### config.mk
export PLATFORM = sky130hd
export DESIGN_NAME = uart_link
export DESIGN_NICKNAME = d
export VERILOG_FILES = /design/src/uart_pkg.sv /design/src/uart_link.sv /design/src/uart_rx.sv /design/src/uart_tx.sv /design/src/byte_fifo.sv
export SDC_FILE = /design/constraint.sdc
export NUM_CORES = 1
export LEC_CHECK = 0
export BUFFER_PORTS_ARGS = -buffer_cell sky130_fd_sc_hd__buf_2
export CORE_ASPECT_RATIO = 1.75
export CORE_MARGIN = 4
export CORE_UTILIZATION = 60
export CTS_BUF_LIST = sky130_fd_sc_hd__clkbuf_4
export DETAILED_ROUTE_END_ITERATION = 12
export PLACE_DENSITY = 0.86
export SYNTH_ARGS = -nofsm -noshare
export SYNTH_HDL_FRONTEND = slang
export SYNTH_HIERARCHICAL = 1
export SYNTH_SLANG_ARGS = --single-unit
### constraint.sdc
create_clock -name clk -period 4.9 [get_ports clk]
set_input_delay 0.49 -clock clk [delete_from_list [all_inputs] [get_ports clk]]
set_output_delay 0.49 -clock clk [all_outputs]
set_load 0.005 [all_outputs]
### src/uart_pkg.sv
package uart_pkg;

    // ==============================
    // serial timing
    // ==============================

    // clock cycles per serial bit, kept short for simulation
    localparam int CLKS_PER_BIT = 16;

    // baud counter runs 0 .. CLKS_PER_BIT-1
    localparam int BIT_CNT_W = $clog2(CLKS_PER_BIT);

    // data bits per frame, sent LSB first
    localparam int DATA_BITS = 8;

    // ==============================
    // queues and credits
    // ==============================

    // entries per queue, also the host credits after reset
    localparam int FIFO_DEPTH = 4;

    // one received byte plus its stop-bit status
    typedef struct packed {
        logic [DATA_BITS-1:0] data;
        // stop bit sampled low
        logic frame_err;
    } rx_word_t;

endpackage
### src/uart_link.sv
`timescale 1ns/1ns

module uart_link import uart_pkg::*; (
    input  logic       clk,
    input  logic       rst,
    input  logic       in_valid,
    input  logic [7:0] in_data,
    output logic       in_credit,
    output logic       txd,
    input  logic       rxd,
    input  logic       out_credit,
    output logic       out_valid,
    output logic [7:0] out_data,
    output logic       out_frame_err,
    output logic       rx_overrun
);

    typedef logic [$clog2(FIFO_DEPTH+1)-1:0] credit_t;

    logic [7:0] tx_head;
    logic       tx_have;
    logic       tx_take;

    logic       rx_word_valid;
    rx_word_t   rx_word;
    rx_word_t   rx_head;
    logic       rx_push;
    logic       rx_not_empty;
    logic       rx_full;

    credit_t    credit_cnt;
    logic       send;

    // ==============================
    // transmit path
    // ==============================

    byte_fifo #(.T(logic [7:0]), .DEPTH(FIFO_DEPTH)) tx_queue (
        .clk(clk), .rst(rst),
        .push(in_valid), .wdata(in_data),
        .pop(tx_take), .rdata(tx_head),
        .not_empty(tx_have), .full()
    );

    uart_tx tx (
        .clk(clk), .rst(rst),
        .have_byte(tx_have), .byte_in(tx_head),
        .take(tx_take), .txd(txd)
    );

    // every pop hands one credit back to the host
    assign in_credit = tx_take;

    // ==============================
    // receive path
    // ==============================

    uart_rx rx (
        .clk(clk), .rst(rst), .rxd(rxd),
        .word_valid(rx_word_valid), .word(rx_word)
    );

    assign rx_push = rx_word_valid && !rx_full;

    byte_fifo #(.T(rx_word_t), .DEPTH(FIFO_DEPTH)) rx_queue (
        .clk(clk), .rst(rst),
        .push(rx_push), .wdata(rx_word),
        .pop(send), .rdata(rx_head),
        .not_empty(rx_not_empty), .full(rx_full)
    );

    always_ff @(posedge clk) begin
        if (rst) begin
            rx_overrun <= 1'b0;
        end else if (rx_word_valid && rx_full) begin
            rx_overrun <= 1'b1;
        end
    end

    // one consumer credit spent per delivered word
    assign send = (credit_cnt != '0) && rx_not_empty;

    always_ff @(posedge clk) begin
        if (rst) begin
            credit_cnt <= '0;
            out_valid  <= 1'b0;
        end else begin
            out_valid <= send;
            if (out_credit && !send && credit_cnt != credit_t'(FIFO_DEPTH)) begin
                credit_cnt <= credit_cnt + 1'b1;
            end else if (send && !out_credit) begin
                credit_cnt <= credit_cnt - 1'b1;
            end
        end
    end

    always_ff @(posedge clk) begin
        if (send) begin
            out_data      <= rx_head.data;
            out_frame_err <= rx_head.frame_err;
        end
    end

endmodule

### src/uart_rx.sv
`timescale 1ns/1ns

module uart_rx import uart_pkg::*; (
    input  logic     clk,
    input  logic     rst,
    input  logic     rxd,
    output logic     word_valid,
    output rx_word_t word
);

    typedef enum logic [1:0] {
        IDLE,
        START,
        DATA,
        STOP
    } state_t;

    typedef logic [$clog2(DATA_BITS)-1:0] idx_t;

    state_t               state;
    logic [BIT_CNT_W-1:0] baud_cnt;
    idx_t                 bit_idx;
    logic [DATA_BITS-1:0] shift_reg;

    logic rxd_meta;
    logic rxd_sync;
    logic rxd_prev;
    logic fall;
    logic half_end;
    logic bit_end;

    // ==============================
    // input synchronizer
    // ==============================

    always_ff @(posedge clk) begin
        if (rst) begin
            rxd_meta <= 1'b1;
            rxd_sync <= 1'b1;
            rxd_prev <= 1'b1;
        end else begin
            rxd_meta <= rxd;
            rxd_sync <= rxd_meta;
            rxd_prev <= rxd_sync;
        end
    end

    assign fall     = rxd_prev && !rxd_sync;
    assign half_end = (baud_cnt == BIT_CNT_W'(CLKS_PER_BIT / 2 - 1));
    assign bit_end  = (baud_cnt == BIT_CNT_W'(CLKS_PER_BIT - 1));

    // ==============================
    // mid-bit sampling FSM
    // ==============================

    always_ff @(posedge clk) begin
        if (rst) begin
            state      <= IDLE;
            baud_cnt   <= '0;
            bit_idx    <= '0;
            word_valid <= 1'b0;
        end else begin
            word_valid <= 1'b0;
            baud_cnt   <= baud_cnt + 1'b1;
            case (state)
                IDLE: begin
                    baud_cnt <= '0;
                    if (fall) begin
                        state <= START;
                    end
                end
                START: begin
                    // half a bit in, line must still be low
                    if (half_end) begin
                        baud_cnt <= '0;
                        bit_idx  <= '0;
                        state    <= rxd_sync ? IDLE : DATA;
                    end
                end
                DATA: begin
                    if (bit_end) begin
                        baud_cnt <= '0;
                        bit_idx  <= bit_idx + 1'b1;
                        if (bit_idx == idx_t'(DATA_BITS - 1)) begin
                            state <= STOP;
                        end
                    end
                end
                default: begin
                    if (bit_end) begin
                        word_valid <= 1'b1;
                        state      <= IDLE;
                    end
                end
            endcase
        end
    end

    // received bits enter at the top, LSB ends up at [0]
    always_ff @(posedge clk) begin
        if (state == DATA && bit_end) begin
            shift_reg <= {rxd_sync, shift_reg[DATA_BITS-1:1]};
        end
    end

    always_ff @(posedge clk) begin
        if (state == STOP && bit_end) begin
            word.data      <= shift_reg;
            word.frame_err <= !rxd_sync;
        end
    end

endmodule

### src/uart_tx.sv
`timescale 1ns/1ns

module uart_tx import uart_pkg::*; (
    input  logic       clk,
    input  logic       rst,
    input  logic       have_byte,
    input  logic [7:0] byte_in,
    output logic       take,
    output logic       txd
);

    typedef enum logic [1:0] {
        IDLE,
        START,
        DATA,
        STOP
    } state_t;

    typedef logic [$clog2(DATA_BITS)-1:0] idx_t;

    state_t               state;
    logic [BIT_CNT_W-1:0] baud_cnt;
    logic                 bit_end;
    idx_t                 bit_idx;
    logic [7:0]           shift_reg;

    // pop straight out of the queue while idle
    assign take    = (state == IDLE) && have_byte;
    assign bit_end = (baud_cnt == BIT_CNT_W'(CLKS_PER_BIT - 1));

    // ==============================
    // baud counter
    // ==============================

    always_ff @(posedge clk) begin
        if (rst) begin
            baud_cnt <= '0;
        end else if (state == IDLE || bit_end) begin
            baud_cnt <= '0;
        end else begin
            baud_cnt <= baud_cnt + 1'b1;
        end
    end

    // ==============================
    // frame sequencing
    // ==============================

    always_ff @(posedge clk) begin
        if (rst) begin
            state   <= IDLE;
            bit_idx <= '0;
            txd     <= 1'b1;
        end else begin
            case (state)
                IDLE: begin
                    if (take) begin
                        state <= START;
                        txd   <= 1'b0;
                    end
                end
                START: begin
                    if (bit_end) begin
                        state   <= DATA;
                        bit_idx <= '0;
                        txd     <= shift_reg[0];
                    end
                end
                DATA: begin
                    if (bit_end) begin
                        if (bit_idx == idx_t'(DATA_BITS - 1)) begin
                            state <= STOP;
                            txd   <= 1'b1;
                        end else begin
                            bit_idx <= bit_idx + 1'b1;
                            txd     <= shift_reg[0];
                        end
                    end
                end
                default: begin
                    // stop bit already on the line
                    if (bit_end) begin
                        state <= IDLE;
                    end
                end
            endcase
        end
    end

    // LSB first, next bit always at [0]
    always_ff @(posedge clk) begin
        if (take) begin
            shift_reg <= byte_in;
        end else if (bit_end && (state == START || state == DATA)) begin
            shift_reg <= shift_reg >> 1;
        end
    end

endmodule

### src/byte_fifo.sv
`timescale 1ns/1ns

module byte_fifo #(
    parameter type T = logic [7:0],
    parameter int DEPTH = 4
) (
    input  logic clk,
    input  logic rst,
    input  logic push,
    input  T     wdata,
    input  logic pop,
    output T     rdata,
    output logic not_empty,
    output logic full
);

    typedef logic [$clog2(DEPTH)-1:0]   ptr_t;
    typedef logic [$clog2(DEPTH+1)-1:0] cnt_t;

    T     mem [DEPTH];
    ptr_t wr_ptr;
    ptr_t rd_ptr;
    cnt_t count;

    logic push_ok;
    logic pop_ok;

    // push when full is dropped here
    assign push_ok = push && !full;
    assign pop_ok  = pop && not_empty;

    assign not_empty = (count != '0);
    assign full      = (count == cnt_t'(DEPTH));
    assign rdata     = mem[rd_ptr];

    // storage
    always_ff @(posedge clk) begin
        if (push_ok) begin
            mem[wr_ptr] <= wdata;
        end
    end

    // pointers and occupancy
    always_ff @(posedge clk) begin
        if (rst) begin
            wr_ptr <= '0;
            rd_ptr <= '0;
            count  <= '0;
        end else begin
            if (push_ok) begin
                if (wr_ptr == ptr_t'(DEPTH - 1)) begin
                    wr_ptr <= '0;
                end else begin
                    wr_ptr <= wr_ptr + 1'b1;
                end
            end
            if (pop_ok) begin
                if (rd_ptr == ptr_t'(DEPTH - 1)) begin
                    rd_ptr <= '0;
                end else begin
                    rd_ptr <= rd_ptr + 1'b1;
                end
            end
            case ({push_ok, pop_ok})
                2'b10:   count <= count + 1'b1;
                2'b01:   count <= count - 1'b1;
                default: count <= count;
            endcase
        end
    end

endmodule

* Yosys cells after proc, flatten, opt, wreduce, memory -nomap -nowiden
Memory sizes are Yosys's and may differ from the RTL's. A register that Yosys moved wholly into a read port is not among the register bits.
Cells that the tools add are included.
** Cells by class
- $add $sub $neg :: 14
- Equal/unequal tests :: 30
- Muxes and demuxes :: 45
- Reductions and logical operators :: 43
** Operators by type and width (number)
- $mux W2 :: 17
- $pmux W3 S2 :: 4
- $mux W3 :: 7
- $eq A2 B2 Y1 const B :: 9
- $mux W8 :: 2
- $add A3 B1 Y3 const B :: 5
- $logic_and A1 B1 Y1 :: 15
- $reduce_bool A3 Y1 :: 5
- $ne A2 B1 Y1 const B :: 7
- $reduce_bool A2 Y1 :: 7
- $eq A3 B3 Y1 const B :: 4
- $pmux W2 S3 :: 2
- $pmux W4 S3 :: 1
- $reduce_and A5 Y1 :: 2
- $mux W1 :: 9
- $sub A3 B1 Y3 const B :: 3
- $add A2 B1 Y2 const B :: 4
- $add A4 B1 Y4 const B :: 2
- $eq A2 B1 Y1 const B :: 4
- $eq A4 B4 Y1 const B :: 2
- $mux W4 :: 2
- $reduce_and A4 Y1 :: 2
- $logic_not A1 Y1 :: 5
- $eq A4 B3 Y1 const B :: 1
- other kinds (8) :: 11
** Word-level totals
- Flip-flop bits (word level) :: 67
- RAM bits :: 68
- Input port bits :: 13
- Output and inout port bits :: 13
- Word-level logic and storage cells :: 158
- Memories :: 2
** Memories
- rx_queue.mem :: words 4, width 9, read ports 1, clocked after Yosys merged registers in 1, write ports 1, RTL line byte_fifo.sv:20 : T mem [DEPTH];
- tx_queue.mem :: words 4, width 8, read ports 1, clocked after Yosys merged registers in 1, write ports 1, RTL line byte_fifo.sv:20

* Depth between registers and ports, before layout
Gate-level depths: netlist of run 1.
- Depth in word-level cells :: 6
- Depth in mapped cells :: 12
- Depth with buffers taken out :: 12

* Hierarchy
The synthesis of run 1 kept the hierarchy.
** By module, submodules not included
- byte_fifo (rx_queue) :: times used 1, cells each 101, area an instance 1793.0 µm², seq. area each 1261.2 µm²
- byte_fifo (tx_queue) :: times used 1, cells each 96, area an instance 1650.3 µm², seq. area each 1141.1 µm²
- uart_rx :: times used 1, cells each 78, area an instance 1087.3 µm², seq. area each 770.7 µm²
- uart_tx :: times used 1, cells each 84, area an instance 913.4 µm², seq. area each 440.4 µm²
- uart_link :: times used 1, cells each 46, area an instance 576.8 µm², seq. area each 370.4 µm²

* Least setup slack after synthesis of run 1
Ideal clock, no wire load.
- Kind :: flip-flop to flip-flop
- Start point :: reg rx_queue.count[0]
- End point :: reg rx_queue.count[2]
- Setup time :: 0.070 ns
- Data arrival time :: 2.743 ns
- Data required time :: 4.830 ns
- Setup slack :: 2.087 ns
- Cell stages (with the launch flop) :: 12
- Buffers on the path :: 1
- Clock period less this slack :: 2.813 ns
- Path through :: dfxtp_1 -> or3_2 -> buf_4 -> nor2b_1 -> o31ai_1 -> inv_1 -> ha_1 -> inv_1 -> fa_1 -> xor2_1 -> or3_2 -> a21oi_1
** On the way
- Elaborated cells on any way between the ends :: 13
- Classes of those cells :: add/sub (2); eq/ne (3); mux (1); reduce/logical (7)
** RTL lines
- start: declaration :: RTL line byte_fifo.sv:23 : cnt_t count;
- start signal: assignment :: RTL line byte_fifo.sv:65 : 2'b10: count <= count + 1'b1;
- start signal: assignment :: RTL line byte_fifo.sv:66 : 2'b01: count <= count - 1'b1;
- start signal: assignment :: RTL line byte_fifo.sv:67 : default: count <= count;
- $reduce_bool A3 Y1 (*) :: RTL line byte_fifo.sv:32 : assign not_empty = (count != '0);
- named net rx_not_empty :: RTL line uart_link.sv:28 : logic rx_not_empty;
- $logic_and A1 B1 Y1 (*) :: RTL line uart_link.sv:81 : assign send = (credit_cnt != '0) && rx_not_empty;
- named net send :: RTL line uart_link.sv:32 : logic send;
- $logic_and A1 B1 Y1 (*) :: RTL line byte_fifo.sv:30 : assign pop_ok = pop && not_empty;
- named net rx_queue.pop_ok :: RTL line byte_fifo.sv:26 : logic pop_ok;
- $eq A2 B1 Y1 / $eq A2 B2 Y1 (equally long branches) :: RTL line byte_fifo.sv:64 : case ({push_ok, pop_ok})
- $pmux W3 S2 / $reduce_bool A2 Y1 (equally long branches)
Mark *: on every way through the listed nets, which the timed path passes. The rest lies on a longest branch.
A chain may end at the register's enable or synchronous reset.

* Worst setup path after layout of run 1
Same ends and word-level chain as after synthesis.

==> summary.md, run 1 <==
| Metric | Value |
|---|---|
| Status | completed |
| CP startpoint | rx_queue/count[0]$_SDFFE_PP0P_ |
| Rel. slew slack | 0.382 |
| Fillers | 699 |
| Critical Path AT | between 3000 and 4000 ps |
| Layout cells sized above 1 | 0.233 |
| TritonCTS clock tree | built |
| DRT antenna net count | 0 |
| Die height | 140 um |
| R2R cell count | 10 |
| Number of DRC markers in iteration 0 | around 130 |
| Post-cts resize count | 0 |
| Fin crit period | roughly 3300 ps |
| Drt first pass iters | 4 |
| Slew Viols, Final | 0 |
| Worst setup path endpoint | rx_queue/count[2]$_SDFFE_PP0P_ |
| Max Freq | about 310 MHz |
| FP Rows | 48 |
| Nets | roughly 470 |
| Tot GR Track Use | 0.177 |
| Cell area after synthesis | 6020 um^2 |
| FF-to-FF setup slack | approximately 1600 ps |
| First-pass GRT wire length | approximately 16000 um |
| Antenna violations before repair | 2 |
| WL final | ~9400 um |
| Total power | roughly 0.0027 W |
| Biggest regs | rx_queue/mem (36), tx_queue/mem (32), rx/word (9) |
| GP Congestion | just under 0.8 |
| WP data required | approximately 5300 ps |
| Critical-path maximum fanout | 11 |
| DRC Markers | 0 |
| Max-cap violations | 0 |
| Vias | 3211 |
| Ports | 26 |
| RSZ-0062 raised after global routing | false |
| Post-Syn Area per Cell | roughly 15 um^2 |
| H-tree Lvls | 4 |
| DR WL/cell | approximately 16 um |
| Placed insts | 540 |
| Clock sinks | roughly 150 |
| Area Overhead vs Synth | 7.92% |
| Final setup vio count | 0 |
| Mapped Nets | about 440 |
| Die W | between 80 and 90 um |
| Routed vias/inst | around 5.6 |
| FF-to-FF End | rx_queue/count[2]$_SDFFE_PP0P_ |
| Worst hold path class | input pin to register |
| Max reg flops | 36 |
| Yosys warns | 6 |
| P per Cell Area | 420 nW/um^2 |
| Final HPWL DP | 6760 um |
| Worst-path clk slew | 120 ps |
| Worst-Skew Late Latency | between 500 and 600 ps |
| Fin crit share | 0.666 |
| Vias in the first global route | around 3400 |
| Crit Path Class | register to register |
| Worst-Margin Slew | around 930 ps |
| CTS Buf Count | 17 |
| Type of origin of the critical path | register |
| Max VDD drop | between 0.3 and 0.4 mV |
| Port buffer count | 25 |
| Clock skew | 11.9 ps |
| Largest net degree at the start of global routing | 38 |
| Post-Layout Cell Count | between 500 and 600 |
| Cells after Synth | between 400 and 500 |
| Post CTS Setup Buffer Count | 0 |
| Reg with most FFs | rx_queue/mem |
| Min-Delay Path Depth | 2 |
| Min-delay src | rxd |
| RR Startpoint | rx_queue/count[0]$_SDFFE_PP0P_ |
| Clock Path Buffers | 2 |
| Pleak | 2.34 nW |
| Aggregate global routing overflow | 0 |
| Die footprint | ~12000 um^2 |
| Setup TNS | 0 ps |
| Post-CTS Hold Buffers | 0 |
| CTS Root Buffer Type | clkbuf_4 |
| Core region area | just under 10000 um^2 |
| Initial Utilization | 0.611 |
| Setup crit end kind | register |
| Fin. Hold Viols | 0 |
cell type report:
class / instances / area [um^2] / share of cell area
Antenna cell: 1 / 2.50 / 0.000385
Tap cell: 125 / 156 / 0.0241
Sequential cell: 148 / 3980 / 0.613
Multi-Input combinational cell: 215 / 1840 / 0.283
Clock inverter: 12 / 138 / 0.0212
Clock buffer: 20 / 150 / 0.0231
Timing Repair Buffer: 25 / 125 / 0.0193
Inverter: 27 / 101 / 0.0156
report_power, final:
part	total, W	switching, W	internal (W)
registers	0.00152	0.0000697	0.00145
logic	0.000457	0.000236	0.000221
clock network	0.000750	0.000387	0.000363
total	0.00273	0.000692	0.00204
worst max-delay path, cell delays in order, from the launching register on:
cell and delay [ps]:
dfxtp_1 420, or3_2 230, nor2b_1 760, o31ai_1 330, inv_1 120, ha_1 180
inv_1 60, fa_1 370, xor2_1 160, or3_2 410, a21oi_1 160
placed cells by master (no fill, tap or decap), drive strengths merged, types with 3 or more instances in the layout:
cell type	instances
o31ai	4
or3b	3
nand4	3
edfxtp	102
ha	24
dfxtp	46
clkinv	8
nor2	27
clkbuf	20
xnor2	4
nand3	11
mux2	7
nor2b	5
nor3	8
and3	10
xor2	6
a21oi	19
nand2	14
mux2i	3
bufinv	3
fa	3
inv	27
o21ai	8
or2	5
mux4	17
buf	25
or3	9
worst min-delay path by stage:
| stage | end | slack (ps) |
|---|---|---|
| after floorplan | rx/rxd_sync$_SDFF_PP1_ | 390 |
| after global placement | rx/rxd_sync$_SDFF_PP1_ | 400 |
| after detailed placement | rx/rxd_sync$_SDFF_PP1_ | 400 |
| after CTS | rx/rxd_meta$_SDFF_PP1_ | 100 |
| after global routing | rx/rxd_meta$_SDFF_PP1_ | 90 |
| final | rx/rxd_meta$_SDFF_PP1_ | 150 |
per-layer routing:
layer / track usage / vias up / share of wire / wire, um
met3: 0.0506 / 17 / 0.034 / 317
met1: 0.187 / 1592 / 0.37 / 3520
met5: 0 / - / 0.0012 / 11
li1: - / 1560 / - / -
met4: 0.0771 / 2 / 0.018 / 173
met2: 0.323 / 40 / 0.57 / 5430
metrics by stage:
step                      utilization  hold slack [ps]  instance area, um^2  worst slack, ps
after floorplan                     -              389                 6020             2090
after global placement          0.630              395                 6200             1850
after detailed placement        0.630              401                 6200             1710
after CTS                       0.659             97.5                 6490             1610
after global routing            0.659             93.3                 6490             1410
final                           0.659              148                 6490             1640
No activity file was read; power rests on OpenSTA's default activity.
==> run 2: changes to the inputs <==
--- a/config.mk
+++ b/config.mk
@@ -5,13 +5,14 @@
 export SDC_FILE = /design/constraint.sdc
 export NUM_CORES = 1
 export LEC_CHECK = 0
+export ABC_AREA = 1
 export BUFFER_PORTS_ARGS = -buffer_cell sky130_fd_sc_hd__buf_2
 export CORE_ASPECT_RATIO = 1.75
 export CORE_MARGIN = 4
-export CORE_UTILIZATION = 60
+export CORE_UTILIZATION = 57
 export CTS_BUF_LIST = sky130_fd_sc_hd__clkbuf_4
 export DETAILED_ROUTE_END_ITERATION = 12
-export PLACE_DENSITY = 0.86
+export PLACE_DENSITY = 0.85
 export SYNTH_ARGS = -nofsm -noshare
 export SYNTH_HDL_FRONTEND = slang
 export SYNTH_HIERARCHICAL = 1
==> constraint.sdc (replaced) <==
create_clock -name clk -period 2.6 [get_ports clk]
set_input_delay 0.26 -clock clk [delete_from_list [all_inputs] [get_ports clk]]
set_output_delay 0.26 -clock clk [all_outputs]
set_load 0.005 [all_outputs]
==> summary.md, run 2 <==
| Metric | Value |
|---|---|
| Clock sinks | 148 (unchanged) |
| Worst-path clk slew | 120 ps (about the same) |
| Logic pwr share | 0.250 (was 0.168) |
| Largest delay share family, worst path | adder cells (was simple AND/OR/NAND/NOR gates) |
| Number of DRC markers in iteration 0 | 185 (was 133) |
| WHS | 106 ps (was 148 ps) |
| Most common cell after layout, fill and taps aside | edfxtp_1 (unchanged) |
| Worst-Skew Late Latency | 530 ps (was 510 ps) |
| Fin crit period | 2390 ps (was 3260 ps) |
| Critical-path maximum fanout | 10 (was 11) |
| Largest net degree at the start of global routing | 19 (was 38) |
| Initial Utilization | 0.580 (was 0.611) |
| TritonCTS clock tree | built (unchanged) |
| Rel. slew slack | 0.469 (was 0.382) |
| Max Freq | 418 MHz (was 306 MHz) |
| Most frequent cells in the layout | edfxtp_1 (102), nor2_1 (93), nand2_1 (80) (was edfxtp_1 (102), dfxtp_1 (46), nor2_1 (27), inv_1 (27), buf_2 (25)) |
| Fin. Hold Viols | 0 (unchanged) |
| Setup TNS | 0 ps (unchanged) |
| Worst-path cell chain | inv_1 > ha_2 > nand2_2 > clkinv_1 > a21boi_2 > ha_1 > inv_1 > fa_1 > inv_1 > nand2_1 > nand3_1 > nand2_1 > inv_1 > nor2_1 (was or3_2 > nor2b_1 > o31ai_1 > inv_1 > ha_1 > inv_1 > fa_1 > xor2_1 > or3_2 > a21oi_1) |
| Area Overhead vs Synth | 10.1% (was 7.92%) |
| Max-cap violations | 0 (unchanged) |
| Worst path buffer plus inverter count | 5 (was 2) |
| Clock Path Buffers | 2 (unchanged) |
| Fin crit share | 0.921 (was 0.666) |
| Clock skew | 15.2 ps (was 11.9 ps) |
| Sw frac | 0.319 (was 0.254) |
| CTS Buf Count | 17 (unchanged) |
| Sequential Power Share | 0.525 (was 0.557) |
| Biggest regs | rx_queue/mem (36), tx_queue/mem (32), rx/word (9) (unchanged) |
| DRT antenna net count | 0 (unchanged) |
| Status | completed (unchanged) |
| Design internal power | 0.00376 W (was 0.00204 W) |
| CTS Root Buffer Type | clkbuf_4 (unchanged) |
| Mapped Nets | 603 (was 444) |
| CP most frequent cell | inv_1 |
| Cell area after synthesis | 6200 um^2 (was 6020 um^2) |
| WL met2 | 6210 um (was 5430 um) |
| Setup crit end kind | register (unchanged) |
| Vias in the first global route | 4043 (was 3376) |
| First-pass GRT wire length | 17700 um (was 16100 um) |
| H-tree Lvls | 4 (unchanged) |
| Die footprint | 12700 um^2 (was 11800 um^2) |
| Type of origin of the critical path | register (unchanged) |
| Die height | 146 um (was 140 um) |
| Met3 wire len | 424 um (was 317 um) |
| Worst-Margin Slew | 794 ps (was 925 ps) |
| Routed vias/inst | 5.39 (was 5.60) |
| Tot GR Track Use | 0.179 (was 0.177) |
| Slew Viols, Final | 0 (unchanged) |
| Drt first pass iters | 5 (was 4) |
| Max VDD drop | 0.597 mV (was 0.333 mV) |
| Cells after Synth | 563 (was 404) |
| Ports | 26 (unchanged) |
| Switching power of the nets | 0.00176 W (was 0.000692 W) |
| Max layer used | met4 (was met5) |
| RSZ-0062 raised after global routing | false (unchanged) |
| Reg with most FFs | rx_queue/mem (unchanged) |
| Final setup vio count | 0 (unchanged) |
| Layout cells sized above 1 | 0.165 (was 0.233) |
| FP Rows | 50 (was 48) |
| M1 WL | 3820 um (was 3520 um) |
| DR WL/cell | 14.1 um (was 16.5 um) |
| Final HPWL DP | 7810 um (was 6760 um) |
| Slowest CP cell | dfxtp_1 (was nor2b_1) |
| Die W | 86.9 um (was 83.7 um) |
| Max reg flops | 36 (unchanged) |
| Aggregate global routing overflow | 0 (unchanged) |
| Worst hold path class | input pin to register (unchanged) |
| Pleak | 2.70 nW (was 2.34 nW) |
| GP Congestion | 0.812 (was 0.788) |
| Antenna violations before repair | 1 (was 2) |
| DRC Markers | 0 (unchanged) |
| P per Cell Area | 809 nW/um^2 (was 420 nW/um^2) |
| Core region area | 10700 um^2 (was 9850 um^2) |
| Vias | 4111 (was 3211) |
| Critical Path AT | 2830 ps (was 3700 ps) |
| Nets | 659 (was 474) |
| WL final | 10800 um (was 9450 um) |
| Clock power frac | 0.225 (was 0.275) |
| Post-Syn Area per Cell | 11.0 um^2 (was 14.9 um^2) |
| Port buffer count | 25 (unchanged) |
| Yosys warns | 6 (unchanged) |
| Crit Path Class | register to register (unchanged) |
| WP data required | 3030 ps (was 5340 ps) |
| Delay of the slowest critical-path stage | 380 ps (was 760 ps) |
## run 2: path summary, 6_finish.rpt
kind | start | endpoint | slack, ps | cells past startpoint
hold / removal | in_valid | tx_queue/wr_ptr[1]$_SDFFE_PP0P_ | 110 | 3
setup / recovery | tx/state[0]$_SDFFE_PP0P_ | tx_queue/count[2]$_SDFFE_PP0P_ | 210 | 14
setup reg to reg | tx/state[0]$_SDFFE_PP0P_ | tx_queue/count[2]$_SDFFE_PP0P_ | 210 | 14
hold reg to reg | rx/rxd_meta$_SDFF_PP1_ | rx/rxd_sync$_SDFF_PP1_ | 410 | 1
## run 2: layout make-up
cell class | instances | area [um^2]
fillers | 759 | 3870
clock inverters | 11 | 86.3
clock buffers | 21 | 158
diodes | 1 | 2.50
well taps | 130 | 163
flip-flops and latches | 148 | 3980
multi-input cells | 342 | 1890
inverters | 66 | 255
repair buffers | 44 | 290
## run 2: metrics by stage
stage	instance area (um^2)	util	setup slack, ps	instances	power, W
final	6830	0.638	205	763	0.00553
after global routing	6830	0.638	32.5	763	0.00586
after CTS	6830	0.638	186	762	0.00554
after detailed placement	6490	0.607	218	721	0.00430
after global placement	6490	0.607	472	721	0.00420
after floorplan	6200	-	443	563	0.00396
## run 2: timing repair
item | CTS | global route
setup endpoints to repair | 0 | 1
resized for setup | 0 | 1
hold endpoints to repair | 33 | 0
hold buffers | 9 | 0
setup buffers | 0 | 0
## run 2: power groups by stage
stage	Combinational (W)	Clock, W	Sequential, W
floorplan	0.00103	0	0.00293
global placement	0.00126	0	0.00294
detailed placement	0.00135	0	0.00295
CTS	0.00137	0.00127	0.00290
global route	0.00155	0.00139	0.00292
finish	0.00138	0.00124	0.00290
## run 2: layer usage
metal  vias to the layer above  GRT usage
li1                       2017          -
met1                      1972      0.167
met2                        93      0.339
met3                        29     0.0474
met4                         0     0.0928
met5                         -          0
## run 2: worst reg2reg max path: stages (launching register included)
cell and delay (ps):
dfxtp_1 380, inv_1 140, ha_2 250, nand2_2 150, clkinv_1 90, a21boi_2 190, ha_1 190, inv_1 70
fa_1 380, inv_1 70, nand2_1 70, nand3_1 110, nand2_1 90, inv_1 70, nor2_1 40
